==> src/logic/gfx_pkg.sv <==
// Shared widths, depth codes and frame geometry for the pixel store
// Frame is fixed at 64x64 pixels and sized for the 32 bpp worst case
package gfx_pkg;

  localparam int SCREEN_W     = 64;
  localparam int SCREEN_H     = 64;
  localparam int MEM_WORDS    = 2048;  // 64*64*4 bytes over 8 bytes per word
  localparam int READ_LATENCY = 2;     // Cycles from rd_i to rd_valid_o

  localparam int PIX_IDX_W   = $clog2(SCREEN_W * SCREEN_H);  // Linear pixel index
  localparam int BYTE_ADDR_W = $clog2(MEM_WORDS * 8);        // Frame byte address

  typedef logic [1:0]  depth_t;
  typedef logic [31:0] color_t;     // Right aligned colour value
  typedef logic [63:0] mem_word_t;
  typedef logic [7:0]  byte_sel_t;
  typedef logic [2:0]  lane_t;      // Byte offset inside a memory word
  typedef logic [5:0]  coord_t;
  typedef logic [10:0] word_addr_t;

  // Depth codes, 2'b10 is left unsupported
  localparam depth_t DEPTH_8  = 2'b00;
  localparam depth_t DEPTH_16 = 2'b01;
  localparam depth_t DEPTH_32 = 2'b11;

  // Colour bits kept for a depth, zero for the unsupported code
  function automatic color_t depth_mask(input depth_t depth);
    case (depth)
      DEPTH_8:  return 32'h0000_00ff;
      DEPTH_16: return 32'h0000_ffff;
      DEPTH_32: return 32'hffff_ffff;
      default:  return '0;
    endcase
  endfunction

  // Rounds a lane down to the natural alignment of the pixel size
  function automatic lane_t lane_align(input depth_t depth, input lane_t lane);
    case (depth)
      DEPTH_16: return lane & 3'b110;
      DEPTH_32: return lane & 3'b100;
      default:  return lane;  // 8 bpp sits on any lane
    endcase
  endfunction

endpackage

==> src/logic/memory_to_color.sv <==
// Extracts a right aligned colour from a 64-bit read word
// The unsupported depth reads back as zero
`timescale 1ns/1ps

module memory_to_color
  import gfx_pkg::*;
(
  input  depth_t    depth_i,
  input  mem_word_t mem_i,
  input  lane_t     lane_i,   // Same lane that addressed the write
  output color_t    color_o
);

  lane_t      lane_al;
  logic [5:0] shift_bits;
  mem_word_t  mem_sh;

  // Alignment matches the packing side so a write and read meet on the same bytes
  assign lane_al    = lane_align(depth_i, lane_i);
  assign shift_bits = {lane_al, 3'b000};

  // Bring the addressed pixel down to bit 0
  assign mem_sh = mem_i >> shift_bits;

  // Drop the neighbouring pixels above the depth width
  assign color_o = mem_sh[31:0] & depth_mask(depth_i);

endmodule

==> config.mk <==
export PLATFORM = sky130hd
export DESIGN_NAME = memory_to_color
export DESIGN_NICKNAME = d
export VERILOG_FILES = /design/src/logic/gfx_pkg.sv /design/src/logic/memory_to_color.sv
export SDC_FILE = /design/constraint.sdc
export NUM_CORES = 1
export LEC_CHECK = 0
export BUFFER_PORTS_ARGS = -buffer_cell sky130_fd_sc_hd__clkbuf_2
export CAP_MARGIN = 10
export CORE_AREA = 2 2 76 42
export DETAILED_ROUTE_END_ITERATION = 7
export DIE_AREA = 0 0 78 44
export PLACE_DENSITY = 0.87
export SYNTH_ARGS = -nofsm -noshare
export SYNTH_HDL_FRONTEND = slang
export SYNTH_SLANG_ARGS = --single-unit
==> constraint.sdc <==
create_clock -name vclk -period 2.15
set_clock_uncertainty 0.2 [all_clocks]
set_input_delay 0.215 -clock vclk [all_inputs]
set_output_delay 0.215 -clock vclk [all_outputs]
set_load 0.005 [all_outputs]
==> flow_summary_export.csv <==
group,metric,value,unit
die,die_w,78,µm
yosys,synth_top_cell_area_share,30.3,%
die,num_rows,14,
yosys,syn-num-nets,197,
cells_and_area,nFillCells,280,
timing,hold_viol_final,0,
die,io_pins,101,
route,vias,1373,
cells_and_area,seq_cells,0,
cells_and_area,seq_area,0,µm²
clock_network,ctsHoldBuffers,0,
min_path,min_path_type,"input pin to primary output",
critical_path,slowest_stage,"mux4_2",
timing,rsz0062_at_grt,"no",
timing,min_period,1.84,ns
route,wl_per_cell,14.6,µm
route,drtPass1Iterations,4,
timing,fin_setup_tns,0,ns
power,cellLeakagePower,0.000886,µW
run,drv_cap,0,
route,first_iter_violations,36,
timing,max_freq,0.544,GHz
cells_and_area,instances_no_fill,264,
critical_path,start_kind,"input pin",
global_route,grt_overflow_total,0,
die,dieHeight,44,µm
yosys,ys_top_cells_by_area,"mux4_2 30%, mux2i_1 15%, nand2_1 9.1%, o221ai_1 5.5%, a21o_1 5.4%",
power,irDropWorstVdd,105,µV
yosys,synth.most_common_cell,"nand2_1",
yosys,synth.cells.most_frequent,"27 x nand2_1, 17 x mux2i_1, 15 x mux4_2",
timing,setup_ws,0.312,ns
critical_path,cpPeakStageDelay,0.33,ns
cells_and_area,nClkBuffers,0,
placement,numPlacedInstances,264,
timing,slew_violations,0,
yosys,syn_area_per_cell,8.70,µm²
placement,routabilityCongestion,0.748,
critical_path,endpoint_kind,"primary output",
critical_path,path_cells,"clkbuf_2 -> nand2b_4 -> buf_4 -> mux4_2 -> nand2_1 -> o221ai_1 -> clkbuf_2",
die,dieArea,3430,µm²
yosys,synth_warnings,0,
cells_and_area,drive_gt1_share,58.9,%
power,power_density,208,nW/µm²
global_route,grt_pass1_wl,5.88,mm
critical_path,required,1.74,ns
timing,worstMarginPinSlew,0.371,ns
die,core,2800,µm²
placement,io_buffers,101,
route,drcViolationCount,0,
timing,slew_headroom,75.2,%
clock_network,post-cts-setup-buffers,0,
global_route,antenna_found_initial,0,
cells_and_area,nets,295,
placement,post-place-ws,0.299,ns
route,postRouteAntennaNets,0,
timing,setup_viol_count_final,0,
yosys,synth_area,1110,µm²
outcome,outcome,"complete, no violations",
die,start_util,39.7,%
yosys,yosysUniqueCellTypes,22,
critical_path,path_class,"input pin to primary output",
placement,hpwl,3.13,mm
yosys,yosysSeqAreaShare,0,%
critical_path,cp_max_fo,11,
yosys,synth_area_leader_cell,"mux4_2",
route,wl,3.86,mm
yosys,syn-instance-count,128,
critical_path,arrival,1.42,ns
global_route,grt_use_total,21.4,%
timing,fin_crit_sh,85.5,%
global_route,grt_max_degree,36,
cells_and_area,area.growth.synth_to_final,48.4,%
global_route,grt_pass1_vias,1230,
clock_network,ctsResizeCount,0,
route,vias_per_cell,5.20,
cells_and_area,antenna_cells,0,
critical_path,crit_top_cell,"clkbuf_2",
[critical path, delay by kind of cell]
family                 cells  cell delay [ns]
muxes                      1             0.33
and+or+nand+nor            2             0.32
AOI/OAI and AO/OA          1             0.10
buffers and inverters      3             0.47
[kinds of logic after synthesis]
kind of cell	Yosys count	synth area share, %
mux	33	46.6
simple gates	56	27.5
compound gates	26	16.7
buf+inv	13	9.10
[layout by cell type, fill, tap and decap left out]
cell type and n:
nand2_2 1, buf_4 6, clkbuf_2 101, nand3b_2 1, nor2b_1 8, buf_12 2, a21o_1 8, o221ai_1 7
nand2b_1 2, o221ai_2 1, mux2i_1 17, nor2b_4 2, a21oi_1 9, nand2b_4 1, mux4_2 15, nand3_2 1
nand2_1 27, and2_1 7, mux2_2 1, o21ai_0 1, nand3_1 6
[where the power goes]
| group | switching [µW] | internal, µW |
|---|---|---|
| sequential | 0 | 0 |
| clock | 0 | 0 |
| combinational | 154 | 190 |
| total | 154 | 190 |
[routing by layer]
layer,part of all wire [%],track usage (%),vias up
met1,45,32.4,595
met2,44,35.5,97
li1,-,-,679
met3,11,1.04,2
met5,0,0,-
met4,0.21,2.11,0
[final cells by class]
class / instances / area [µm²] / share of cell area (%)
tap: 40 / 50.0 / 3.03
timing repair buffer: 109 / 591 / 35.7
multi-input combinational: 115 / 1010 / 61.2
[through the flow]
| step | instance area [µm²] | util [%] | hold WS (ns) | total power, µW |
|---|---|---|---|---|
| finish | 1650 | 59.0 | 0.544 | 344 |
| global route | 1650 | 59.0 | 0.577 | 375 |
| CTS | 1650 | 59.0 | 0.546 | 345 |
| detailed placement | 1650 | 59.0 | 0.544 | 344 |
| global placement | 1650 | 59.0 | 0.549 | 340 |
| floorplan | 1110 | - | 0.333 | 197 |
[worst paths after layout]
check / to / from / cells after the start
worst min-delay path: color_o[25] / mem_i[57] / 4
worst max-delay path: color_o[1] / depth_i[0] / 7
Note: power is estimated with default switching activity, not from simulation.
