`src/logic/gfx_pkg.sv`:
```
// Shared widths, depth codes and frame geometry for the pixel store
// Frame is fixed at 64x64 pixels and sized for the 32 bpp worst case
package gfx_pkg;

  localparam int SCREEN_W     = 64;
  localparam int SCREEN_H     = 64;
  localparam int MEM_WORDS    = 2048;  // 64*64*4 bytes over 8 bytes per word
  localparam int READ_LATENCY = 2;     // Cycles from rd_i to rd_valid_o

  localparam int PIX_IDX_W   = $clog2(SCREEN_W * SCREEN_H);  // Linear pixel index
  localparam int BYTE_ADDR_W = $clog2(MEM_WORDS * 8);        // Frame byte address

  typedef logic [1:0]  depth_t;
  typedef logic [31:0] color_t;     // Right aligned colour value
  typedef logic [63:0] mem_word_t;
  typedef logic [7:0]  byte_sel_t;
  typedef logic [2:0]  lane_t;      // Byte offset inside a memory word
  typedef logic [5:0]  coord_t;
  typedef logic [10:0] word_addr_t;

  // Depth codes, 2'b10 is left unsupported
  localparam depth_t DEPTH_8  = 2'b00;
  localparam depth_t DEPTH_16 = 2'b01;
  localparam depth_t DEPTH_32 = 2'b11;

  // Colour bits kept for a depth, zero for the unsupported code
  function automatic color_t depth_mask(input depth_t depth);
    case (depth)
      DEPTH_8:  return 32'h0000_00ff;
      DEPTH_16: return 32'h0000_ffff;
      DEPTH_32: return 32'hffff_ffff;
      default:  return '0;
    endcase
  endfunction

  // Rounds a lane down to the natural alignment of the pixel size
  function automatic lane_t lane_align(input depth_t depth, input lane_t lane);
    case (depth)
      DEPTH_16: return lane & 3'b110;
      DEPTH_32: return lane & 3'b100;
      default:  return lane;  // 8 bpp sits on any lane
    endcase
  endfunction

endpackage

```
`src/logic/pixel_addr_gen.sv`:
```
// Registers a pixel request and turns x, y, depth into word address and lane
// Payload is only captured on cycles with a strobe, depth 2'b10 is scaled as 8 bpp
`timescale 1ns/1ps

module pixel_addr_gen
  import gfx_pkg::*;
(
  input  logic       clk_i,
  input  logic       rst_n_i,
  input  logic       wr_i,     // One cycle write strobe
  input  logic       rd_i,     // One cycle read strobe
  input  coord_t     x_i,
  input  coord_t     y_i,
  input  depth_t     depth_i,
  input  color_t     color_i,
  output word_addr_t addr_o,
  output lane_t      lane_o,
  output depth_t     depth_o,
  output color_t     color_o,
  output logic       wr_o,     // Write strobe one cycle late
  output logic       rd_o      // Read strobe one cycle late
);

  logic [PIX_IDX_W-1:0]   pix_idx;
  logic [BYTE_ADDR_W-1:0] byte_addr;

  // Linear pixel index in raster order
  assign pix_idx = PIX_IDX_W'(y_i) * PIX_IDX_W'(SCREEN_W) + PIX_IDX_W'(x_i);

  // Scale by bytes per pixel with a shift
  always_comb begin
    case (depth_i)
      DEPTH_16: byte_addr = BYTE_ADDR_W'(pix_idx) << 1;
      DEPTH_32: byte_addr = BYTE_ADDR_W'(pix_idx) << 2;
      default:  byte_addr = BYTE_ADDR_W'(pix_idx);  // 8 bpp and the unsupported code
    endcase
  end

  // Strobes are control state and come out of reset low
  always_ff @(posedge clk_i or negedge rst_n_i) begin
    if (!rst_n_i) begin
      wr_o <= 1'b0;
      rd_o <= 1'b0;
    end else begin
      wr_o <= wr_i;
      rd_o <= rd_i;
    end
  end

  // Request payload, held until the next strobe
  always_ff @(posedge clk_i) begin
    if (wr_i || rd_i) begin
      addr_o  <= byte_addr[BYTE_ADDR_W-1:3];  // Word of 8 bytes
      lane_o  <= byte_addr[2:0];
      depth_o <= depth_i;
      color_o <= color_i;
    end
  end

endmodule

```
`config.mk`:
```
export PLATFORM = sky130hd
export DESIGN_NAME = pixel_addr_gen
export DESIGN_NICKNAME = d
export VERILOG_FILES = /design/src/logic/gfx_pkg.sv /design/src/logic/pixel_addr_gen.sv
export SDC_FILE = /design/constraint.sdc
export NUM_CORES = 1
export LEC_CHECK = 0
export BUFFER_PORTS_ARGS = -buffer_cell sky130_fd_sc_hd__buf_2
export CAP_MARGIN = 20
export CORE_ASPECT_RATIO = 1.4
export CORE_MARGIN = 3
export CORE_UTILIZATION = 37
export CTS_CLUSTER_SIZE = 8
export DETAILED_ROUTE_END_ITERATION = 8
export PLACE_DENSITY = 0.69
export SLEW_MARGIN = 20
export SYNTH_ARGS = -nofsm -noshare
export SYNTH_HDL_FRONTEND = slang
export SYNTH_SLANG_ARGS = --single-unit
```
`constraint.sdc`:
```
create_clock -name clk_i -period 1.13 [get_ports clk_i]
set_input_delay 0.1695 -clock clk_i [delete_from_list [all_inputs] [get_ports clk_i]]
set_output_delay 0.1695 -clock clk_i [all_outputs]
set_load 0.01 [all_outputs]
```
==> qor.txt <==
GR Overflow Total: 0
most frequent cells in the layout: buf_2, edfxtp_1, mux2i_1, nor2_1, a21oi_1
Setup WS post-layout: 0.118 ns
# H-tree levels: 2
Routed Antenna Nets: 0
FF+latch area: 0.00149 mm^2
Initial Utilization: 38.8%
area of the multi-input gates: 238 um^2
distinct cell type count after synthesis: 14
drt wl/cell: 12.9 um
Max Fanout on Critical Path: 1
Critical Path Sink: lane_o[1]
largest net degree at the start of global routing: 49
Netlist Area Pre-Place: 0.00177 mm^2
Worst Hold Class: input port to register
syn_nets: 142
share of layout cells above drive strength 1: 54.5%
vias post-DR: 1130
die area: 0.00567 mm^2
clk slew on worst S/H paths: 0.08 ns
Critical Path Stages: 1
Core ar.: 0.00457 mm^2
DRT iter0 DRCs: 49
Final setup viols: 0
fin. max-slew vios: 0
die width: 64.5 um
worst path bufs/invs: 1
Seq cells post-synth: 50
global-route wire length before repair: 4690 um
crit path launch type: register
Ports: 100
Final GP Congestion: 0.678
maxcap violations: 0
register area share after synthesis: 84.2%
CTS max path bufs: 2
gr usage total: 11.6%
CP top delay family: flip-flops
TritonRoute pass-1 iters: 4
number of global-route vias before repair: 1002
critical path class: register to output pin
crit path DAT: 0.84 ns
port bufs: 99
FILL cells: 410
Critical Path Sink Type: output pin
WL final: 3340 um
layout net count: 247
CTS root buf: clkbuf_8
Tcrit/Tclk final: 89.6%
count of final hold-check violations: 0
worst slew pin tran: 0.608 ns
antenna violations before repair: 0
Yosys warning total: 0
outcome: finished clean
CP Data Required Time: 0.96 ns
Pwr Total: 3.76 mW
DRC violations left: 0
CP peak stage delay: 0.39 ns
Max-slew headroom: 59.5%
fin util: 53.2%
placed instance area: 0.00231 mm^2
CP Cell Sequence: buf_2
ant diodes: 0
row count: 29
Worst Hold Slack: 0.0447 ns
Leakage: 1.08 nW
clock sinks: 50
Place WS: -0.0390 ns
Num CTS Buffers: 5
VDD IR max: 0.646 mV
Pwr Density: 1550 mW/mm^2
most common cell after layout, fill and taps aside: buf_2
highest clock rate: 988 MHz
unrepaired setup endpoints after global routing: no
Avg Inst Size Synth: 19.3 um^2
Critical path origin: lane_o[1]
Area Growth Syn to Fin: 37.2%
Post-Layout Inst Area: 0.00243 mm^2
Syn Inst Count: 92
Slowest cell on crit path: edfxtp_1
Die Y: 87.9 um
CTS tree: built
vias per cell: 4.35
min Tclk post-route: 1.01 ns
registers in the layout (all words and copies together) (netlist names):
register / count
rd_o: 1
addr_o: 11
wr_o: 1
depth_o: 2
color_o: 32
lane_o: 3
Yosys cell counts (all sizes together):
library cell / instances / area [um^2]
buf: 4 / 41.3
dfrtp: 2 / 50.1
mux2i: 11 / 110
inv: 1 / 3.75
nand3b: 1 / 7.51
edfxtp: 48 / 1440
and3: 1 / 6.26
a21oi: 10 / 50.1
or2: 1 / 6.26
o21ai: 1 / 5.00
nor2: 10 / 37.5
nor2b: 2 / 12.5
worst min path at each step:
stage	startpoint	endpoint	slack, ns	depth (start not counted)
floorplan	rst_n_i	rd_o	-0.13	0
global placement	rst_n_i	rd_o	-0.05	1
detailed placement	rst_n_i	wr_o	-0.04	1
CTS	color_i[3]	color_o[3]	0.03	1
global route	color_i[12]	color_o[12]	0.02	1
finish	color_i[3]	color_o[3]	0.04	1
where the power goes:
part / switching [mW] / total, mW / internal (mW)
Combinational: 0.264 / 0.480 / 0.215
Clock: 0.532 / 1.02 / 0.491
Sequential: 0.0361 / 2.26 / 2.22
Total: 0.832 / 3.76 / 2.93
cells by family (layout without fill, tap and decap cells):
logic type             count (synthesis)  count (layout)  synth area share (%)
flip-flops                            50              50                  84.2
AND/OR/NAND/NOR                       15              15                  3.96
AO/OA/AOI/OAI                         11              11                  3.11
multiplexers                          11              11                  6.21
buffers and inverters                  5             111                  2.54
per-layer routing:
layer  GRT usage [%]  up-vias  routed length, um
li1                -      558                  -
met1            13.0      493               1310
met2            18.3       73               1570
met3            4.62        6                385
met4            7.50        0                 80
met5               0        -                  0
metrics by stage:
step,setup TNS (ns),cells
2_1_floorplan,0,92
3_3_place_gp,-1.67,249
3_5_place_dp,-1.82,249
4_1_cts,0,260
5_1_grt,0,260
6_report,0,260
area by class of cell:
| cell class | instances | area share (%) |
|---|---|---|
| flip-flops and latches | 50 | 61.3 |
| repair buffers | 102 | 21.6 |
| multi-input cells | 37 | 9.78 |
| clock buffers | 6 | 3.40 |
| well taps | 62 | 3.19 |
| clock inverters | 2 | 0.515 |
| inverters | 1 | 0.154 |
what timing repair did:
item	4_1_cts	5_1_grt
endpoints found under the setup margin	0	0
buffers inserted	0	0
hold buffers	3	0
endpoints found under the hold margin	4	0
resized for setup	0	0
(Power assumes the default switching activity.)
