===== src/logic/gfx_pkg.sv =====
// Shared widths, depth codes and frame geometry for the pixel store
// Frame is fixed at 64x64 pixels and sized for the 32 bpp worst case
package gfx_pkg;

  localparam int SCREEN_W     = 64;
  localparam int SCREEN_H     = 64;
  localparam int MEM_WORDS    = 2048;  // 64*64*4 bytes over 8 bytes per word
  localparam int READ_LATENCY = 2;     // Cycles from rd_i to rd_valid_o

  localparam int PIX_IDX_W   = $clog2(SCREEN_W * SCREEN_H);  // Linear pixel index
  localparam int BYTE_ADDR_W = $clog2(MEM_WORDS * 8);        // Frame byte address

  typedef logic [1:0]  depth_t;
  typedef logic [31:0] color_t;     // Right aligned colour value
  typedef logic [63:0] mem_word_t;
  typedef logic [7:0]  byte_sel_t;
  typedef logic [2:0]  lane_t;      // Byte offset inside a memory word
  typedef logic [5:0]  coord_t;
  typedef logic [10:0] word_addr_t;

  // Depth codes, 2'b10 is left unsupported
  localparam depth_t DEPTH_8  = 2'b00;
  localparam depth_t DEPTH_16 = 2'b01;
  localparam depth_t DEPTH_32 = 2'b11;

  // Colour bits kept for a depth, zero for the unsupported code
  function automatic color_t depth_mask(input depth_t depth);
    case (depth)
      DEPTH_8:  return 32'h0000_00ff;
      DEPTH_16: return 32'h0000_ffff;
      DEPTH_32: return 32'hffff_ffff;
      default:  return '0;
    endcase
  endfunction

  // Rounds a lane down to the natural alignment of the pixel size
  function automatic lane_t lane_align(input depth_t depth, input lane_t lane);
    case (depth)
      DEPTH_16: return lane & 3'b110;
      DEPTH_32: return lane & 3'b100;
      default:  return lane;  // 8 bpp sits on any lane
    endcase
  endfunction

endpackage


===== src/logic/color_to_memory.sv =====
// Places a colour into its byte lanes of a 64-bit word and forms byte selects
// Purely combinational, the unsupported depth gives an all zero select
`timescale 1ns/1ps

module color_to_memory
  import gfx_pkg::*;
(
  input  depth_t    depth_i,
  input  color_t    color_i,
  input  lane_t     lane_i,    // Byte offset, rounded down here to the pixel alignment
  output mem_word_t mem_o,
  output byte_sel_t sel_o
);

  lane_t     lane_al;
  logic [5:0] shift_bits;
  color_t    color_m;
  byte_sel_t sel_base;

  // Misaligned lanes fall back to the start of the pixel
  assign lane_al = lane_align(depth_i, lane_i);

  // Lane to bit position
  assign shift_bits = {lane_al, 3'b000};

  // Upper bits of a narrow colour must not spill into neighbouring pixels
  assign color_m = color_i & depth_mask(depth_i);

  // One, two or four lanes starting at lane 0
  always_comb begin
    case (depth_i)
      DEPTH_8:  sel_base = 8'h01;
      DEPTH_16: sel_base = 8'h03;
      DEPTH_32: sel_base = 8'h0f;
      default:  sel_base = 8'h00;  // Nothing is written for 2'b10
    endcase
  end

  assign sel_o = sel_base << lane_al;               // Contiguous, naturally aligned
  assign mem_o = {32'd0, color_m} << shift_bits;     // Bytes outside sel_o are don't care

endmodule


===== config.mk =====
export PLATFORM = sky130hd
export DESIGN_NAME = color_to_memory
export DESIGN_NICKNAME = d
export VERILOG_FILES = /design/src/logic/gfx_pkg.sv /design/src/logic/color_to_memory.sv
export SDC_FILE = /design/constraint.sdc
export NUM_CORES = 1
export LEC_CHECK = 0
export ABC_AREA = 1
export BUFFER_PORTS_ARGS = -buffer_cell sky130_fd_sc_hd__buf_2
export CAP_MARGIN = 40
export CORE_UTILIZATION = 30
export DETAILED_ROUTE_END_ITERATION = 10
export PLACE_DENSITY = 0.8
export SYNTH_ARGS = -nofsm -noshare
export SYNTH_HDL_FRONTEND = slang
export SYNTH_SLANG_ARGS = --single-unit

===== constraint.sdc =====
create_clock -name vclk -period 0.8
set_input_delay 0 -clock vclk [all_inputs]
set_output_delay 0 -clock vclk [all_outputs]
set_load 0.02 [all_outputs]

==> flow_summary.yaml, run 1 <==
run_status:
  status: "finished, violations left"
  violations: "negative setup slack"
final_layout:
  final_nets: 353
  final_core_util_pct: 85.09
  syn2layout_area_growth_pct: 160.6
  regArea_um2: 0
  antenna_cells: 0
  n_fill_cell: 133
  nClkBuffers: 0
  seq_cell_count: 0
  final_cell_area_um2: 2185
  multi_input_area_um2: 1040
  drive_gt1_share_pct: 67.83
route:
  routed-wl-met2_um: 2920
  avgRoutedWirePerCell_um: 16.70
  drt-pass1-iter-count: 5
  wl_um: 5745
  drt_iter0_drc: 89
  met3_length_um: 678
  vias_per_cell: 5.515
  wl_met1_um: 1968
  drc_errors: 0
  ant_nets: 0
  vias: 1897
  highest_layer: "met4"
sta:
  finalSetupTns_ps: -11310
  relSlewSlack_pct: 82.43
  layout_setup_ws_ps: -263.0
  finalHoldViolations: 0
  drv_slew: 0
  setup_viol: 70
  fmax_mhz: 940.8
  tightest_slew_ps: 262.9
  fin_crit_sh_pct: 132.9
  rsz0062_at_grt: "true"
  min_period_ps: 1063
floorplanning:
  pin_count: 109
  rows: 18
  initial_core_util_pct: 32.65
  core_um2: 2567
  dieArea_um2: 3010
  die_w_um: 54.86
  die_h_um: 54.86
power_and_ir_drop:
  p_switching_uw: 902.5
  seq_power_share_pct: 0
  p_per_area_nw_per_um2: 689.2
  p_int_uw: 603.1
  combinationalPowerShare_pct: 100.0
  p_leak_uw: 0.001194
  netSwitchingFraction_pct: 59.94
  clock_power_share_pct: 0
  ir_worst_vdd_mv: 0.5105
logic_synthesis:
  syn_avg_cell_area_um2: 4.459
  synth_cell_types: 15
  synth_fp_nets: 225
  yosysWarnings: 0
  seq_area_frac_synth_pct: 0
  syn_area_um2: 838.3
  synthCells: 188
setup_path:
  cp.required_ps: 800
  crit_start: "depth_i[0]"
  critPathArrivalTime_ps: 1060
  endpoint_kind: "output port"
  path_class: "in2out"
  cp_max_fo: 6
  crit_path_start_kind: "primary input"
place:
  place_congestion: 0.8788
  place_area_um2: 1594
  io_buffers: 109
  dp_hpwl_um: 2963
hold_path:
  min_from: "color_i[2]"
  holdPathStages: 4
  hold_class: "in2out"
  worstHoldEndpoint: "mem_o[18]"
job:
  cap_violations: 0
global_route:
  grt_usage_pct: 26.28
  grt_max_degree: 13
  antenna_found_initial: 0
  grt_pass1_vias: 1420
  grt-ovfl-total: 0
  grt_first_pass_wirelength_um: 5968
clocking:
  cts_hold_buf: 0
cell usage after synthesis:
master | n | area [um^2]
inv_2 | 3 | 11.26
buf_4 | 2 | 15.01
nand3_4 | 2 | 35.03
a21oi_4 | 1 | 16.27
o21ai_2 | 1 | 8.760
a21oi_1 | 24 | 120.1
clkbuf_1 | 4 | 15.01
nand2_1 | 59 | 221.5
buf_6 | 3 | 33.78
nand3_1 | 16 | 80.08
nor2_1 | 48 | 180.2
o21ai_0 | 1 | 5.000
inv_1 | 21 | 78.83
nand2_2 | 2 | 12.51
buf_2 | 1 | 5.000
metal layers:
layer | up-vias | GRT usage, %
li1 | 838 | -
met2 | 169 | 49.00
met3 | 24 | 2.500
met1 | 866 | 32.36
met5 | - | 0
met4 | 0 | 3.846
worst max-delay path, stage by stage:
cell     delay [ps]
buf_12          110
buf_4           160
nor2_1          120
nand2_1         120
nand2_1         130
nand2_1         100
nor2_1          140
buf_4           160
worst max path at each step:
stage / endpoint / slack, ps
after floorplan: mem_o[16] / -80
after global placement: mem_o[54] / -150
after detailed placement: mem_o[60] / -170
after CTS: mem_o[60] / -140
after global routing: mem_o[12] / -300
final: mem_o[12] / -260
layout make-up:
class | instances | share of cell area [%]
Inverter | 24 | 4.353
Multi-Input combinational cell | 154 | 47.59
Tap cell | 30 | 1.718
Timing Repair Buffer | 136 | 46.33
metrics by stage:
stage / setup slack, ps / hold slack [ps] / instances / power [uW]
after floorplan: -80.68 / 141.2 / 188 / 644.0
after global placement: -153.8 / 364.5 / 339 / 1052
final: -263.0 / 380.0 / 344 / 1506
after detailed placement: -174.0 / 367.1 / 339 / 1064
after CTS: -136.4 / 376.2 / 343 / 1266
after global routing: -298.5 / 398.9 / 344 / 1582
placed cells by master, fill, tap and decap left out, drive strengths merged:
cell,count
o21ai,2
inv,24
nand2,61
a21oi,25
nor2,48
nand3,18
buf,136
power groups by stage:
stage	clock (uW)	sequential [uW]	combinational (uW)
floorplan	0	0	644
global placement	0	0	1050
CTS	0	0	1270
finish	0	0	1510
global route	0	0	1580
detailed placement	0	0	1060
timing repair:
action	in CTS	in global routing
pin swaps	20	21
setup buffers	3	1
gates cloned	1	0
resized for setup	89	65
setup endpoints to repair	72	72
cells by family after synthesis:
family / count (synthesis) / share of synthesized area [%]
AOI/OAI and AO/OA: 27 / 17.91
and+or+nand+nor: 127 / 63.13
buffers and inverters: 34 / 18.95
Note: power is estimated with default switching activity, not from simulation.
==> inputs of run 2 (changes only) <==
Settings changed: RECOVER_POWER set to 50.
==> flow_summary.yaml, run 2 (synthesis gave the netlist of run 1 again) <==
final_layout:
  final_core_util_pct: 85.09
  layout_commonest_cell: "buf_2"
  final_nets: 353
  seq_cell_count: 0
  regArea_um2: 0
  finalNonFillerCells: 344
  syn2layout_area_growth_pct: 160.6
  final_cell_mix: "buf_2, nand2_1, nor2_1"
  nClkBuffers: 0
  antenna_cells: 0
  drive_gt1_share_pct: 67.83
route:
  routed-wl-met2_um: 2927
  highest_layer: "met4"
  vias: 1875
  wl_met1_um: 2068
  wl_um: 5737
  vias_per_cell: 5.451
  avgRoutedWirePerCell_um: 16.68
  ant_nets: 0
  met3_length_um: 572
  drc_errors: 0
  drt-pass1-iter-count: 5
  drt_iter0_drc: 89
floorplanning:
  initial_core_util_pct: 32.65
  die_w_um: 54.86
  dieArea_um2: 3010
  rows: 18
  core_um2: 2567
  pin_count: 109
  die_h_um: 54.86
job:
  cap_violations: 0
setup_path:
  cp_max_fo: 6
  crit_start: "depth_i[0]"
  crit_buf_inv: 3
  cp.required_ps: 800
  critPathArrivalTime_ps: 1040
  path_class: "in2out"
  crit_path_start_kind: "primary input"
  crit_family: "simple AND/OR/NAND/NOR gates"
  slowest_delay_ps: 160
  endpoint_kind: "output port"
  crit_top_cell: "nand2_1"
  path_cells: "buf_12 -> buf_4 -> nor2_1 -> nand2_1 -> nand2_1 -> nand2_1 -> nor2_1 -> buf_4"
  critPathSlowestCell: "buf_4"
hold_path:
  hold_class: "in2out"
  min_from: "color_i[2]"
  worstHoldEndpoint: "mem_o[18]"
  holdPathStages: 4
place:
  dp_cells: 339
  dp_hpwl_um: 2963
  io_buffers: 109
  dp_slack_ps: -174.0
  place_congestion: 0.8788
sta:
  setup_viol: 70
  tightest_slew_ps: 262.8
  finalHoldViolations: 0
  holdWs_ps: 380.3
  fin_crit_sh_pct: 130.2
  rsz0062_at_grt: "true"
  min_period_ps: 1042
  drv_slew: 0
  layout_setup_ws_ps: -241.9
  fmax_mhz: 959.8
  relSlewSlack_pct: 82.43
run_status:
  violations: "negative setup slack"
  status: "finished, violations left"
clocking:
  cts_hold_buf: 0
power_and_ir_drop:
  p_leak_uw: 0.001194
  ir_worst_vdd_mv: 0.5108
  finalPower_uw: 1504
  p_per_area_nw_per_um2: 688.6
global_route:
  grt_max_degree: 13
  grt_first_pass_wirelength_um: 5968
  grt-ovfl-total: 0
  antenna_found_initial: 0
  grt_pass1_vias: 1420
  grt_usage_pct: 26.28
==> run 2: cell types whose count changed in the layout (fill, tap and decap cells not counted) <==
cell      previous run  this run
clkbuf_2             0         1
buf_2               68        67
==> run 2: per-layer routing <==
metal	global-route usage [%]	vias up
met5	0	-
met2	49.00	150
li1	-	837
met4	3.846	0
met1	32.36	866
met3	2.500	22
==> run 2: worst max path at each step <==
stage | cells past startpoint | slack [ps] | end
final | 8 | -240 | mem_o[12]
after global routing | 8 | -300 | mem_o[12]
after global placement | 6 | -150 | mem_o[54]
after detailed placement | 9 | -170 | mem_o[60]
after floorplan | 5 | -80 | mem_o[16]
after CTS | 8 | -140 | mem_o[60]
==> run 2: area by class of cell <==
type                            instances  area, um^2
Multi-Input combinational cell        154        1040
Timing Repair Buffer                  136        1012
Fill cell                             133       382.9
Inverter                               24       95.09
Tap cell                               30       37.54
==> run 2: report_power, final <==
group / total [uW] / leakage, uW / internal, uW / switching [uW]
clock: 0 / 0 / 0 / 0
sequential: 0 / 0 / 0 / 0
combinational: 1500 / 0.00119 / 603 / 901
total: 1500 / 0.00119 / 603 / 901
==> run 2: repair_timing <==
item                       CTS  global route
buffers inserted             3             1
setup endpoints to repair   72            72
cloned                       1             0
resized for setup           89            65
hold endpoints to repair     0             0
pin swaps                   20            21
==> run 2: tightest hold or removal path: cells and delay by family <==
family,cells,cell delay (ps)
buf+inv,2,230
simple gates,1,90
compound gates,1,60
==> run 2: stage by stage <==
step	setup TNS [ps]	area, um^2
after global routing	-14000	2185
after global placement	-7352	1594
after CTS	-7041	1922
final	-11030	2185
after floorplan	-1474	889.6
after detailed placement	-8455	1594
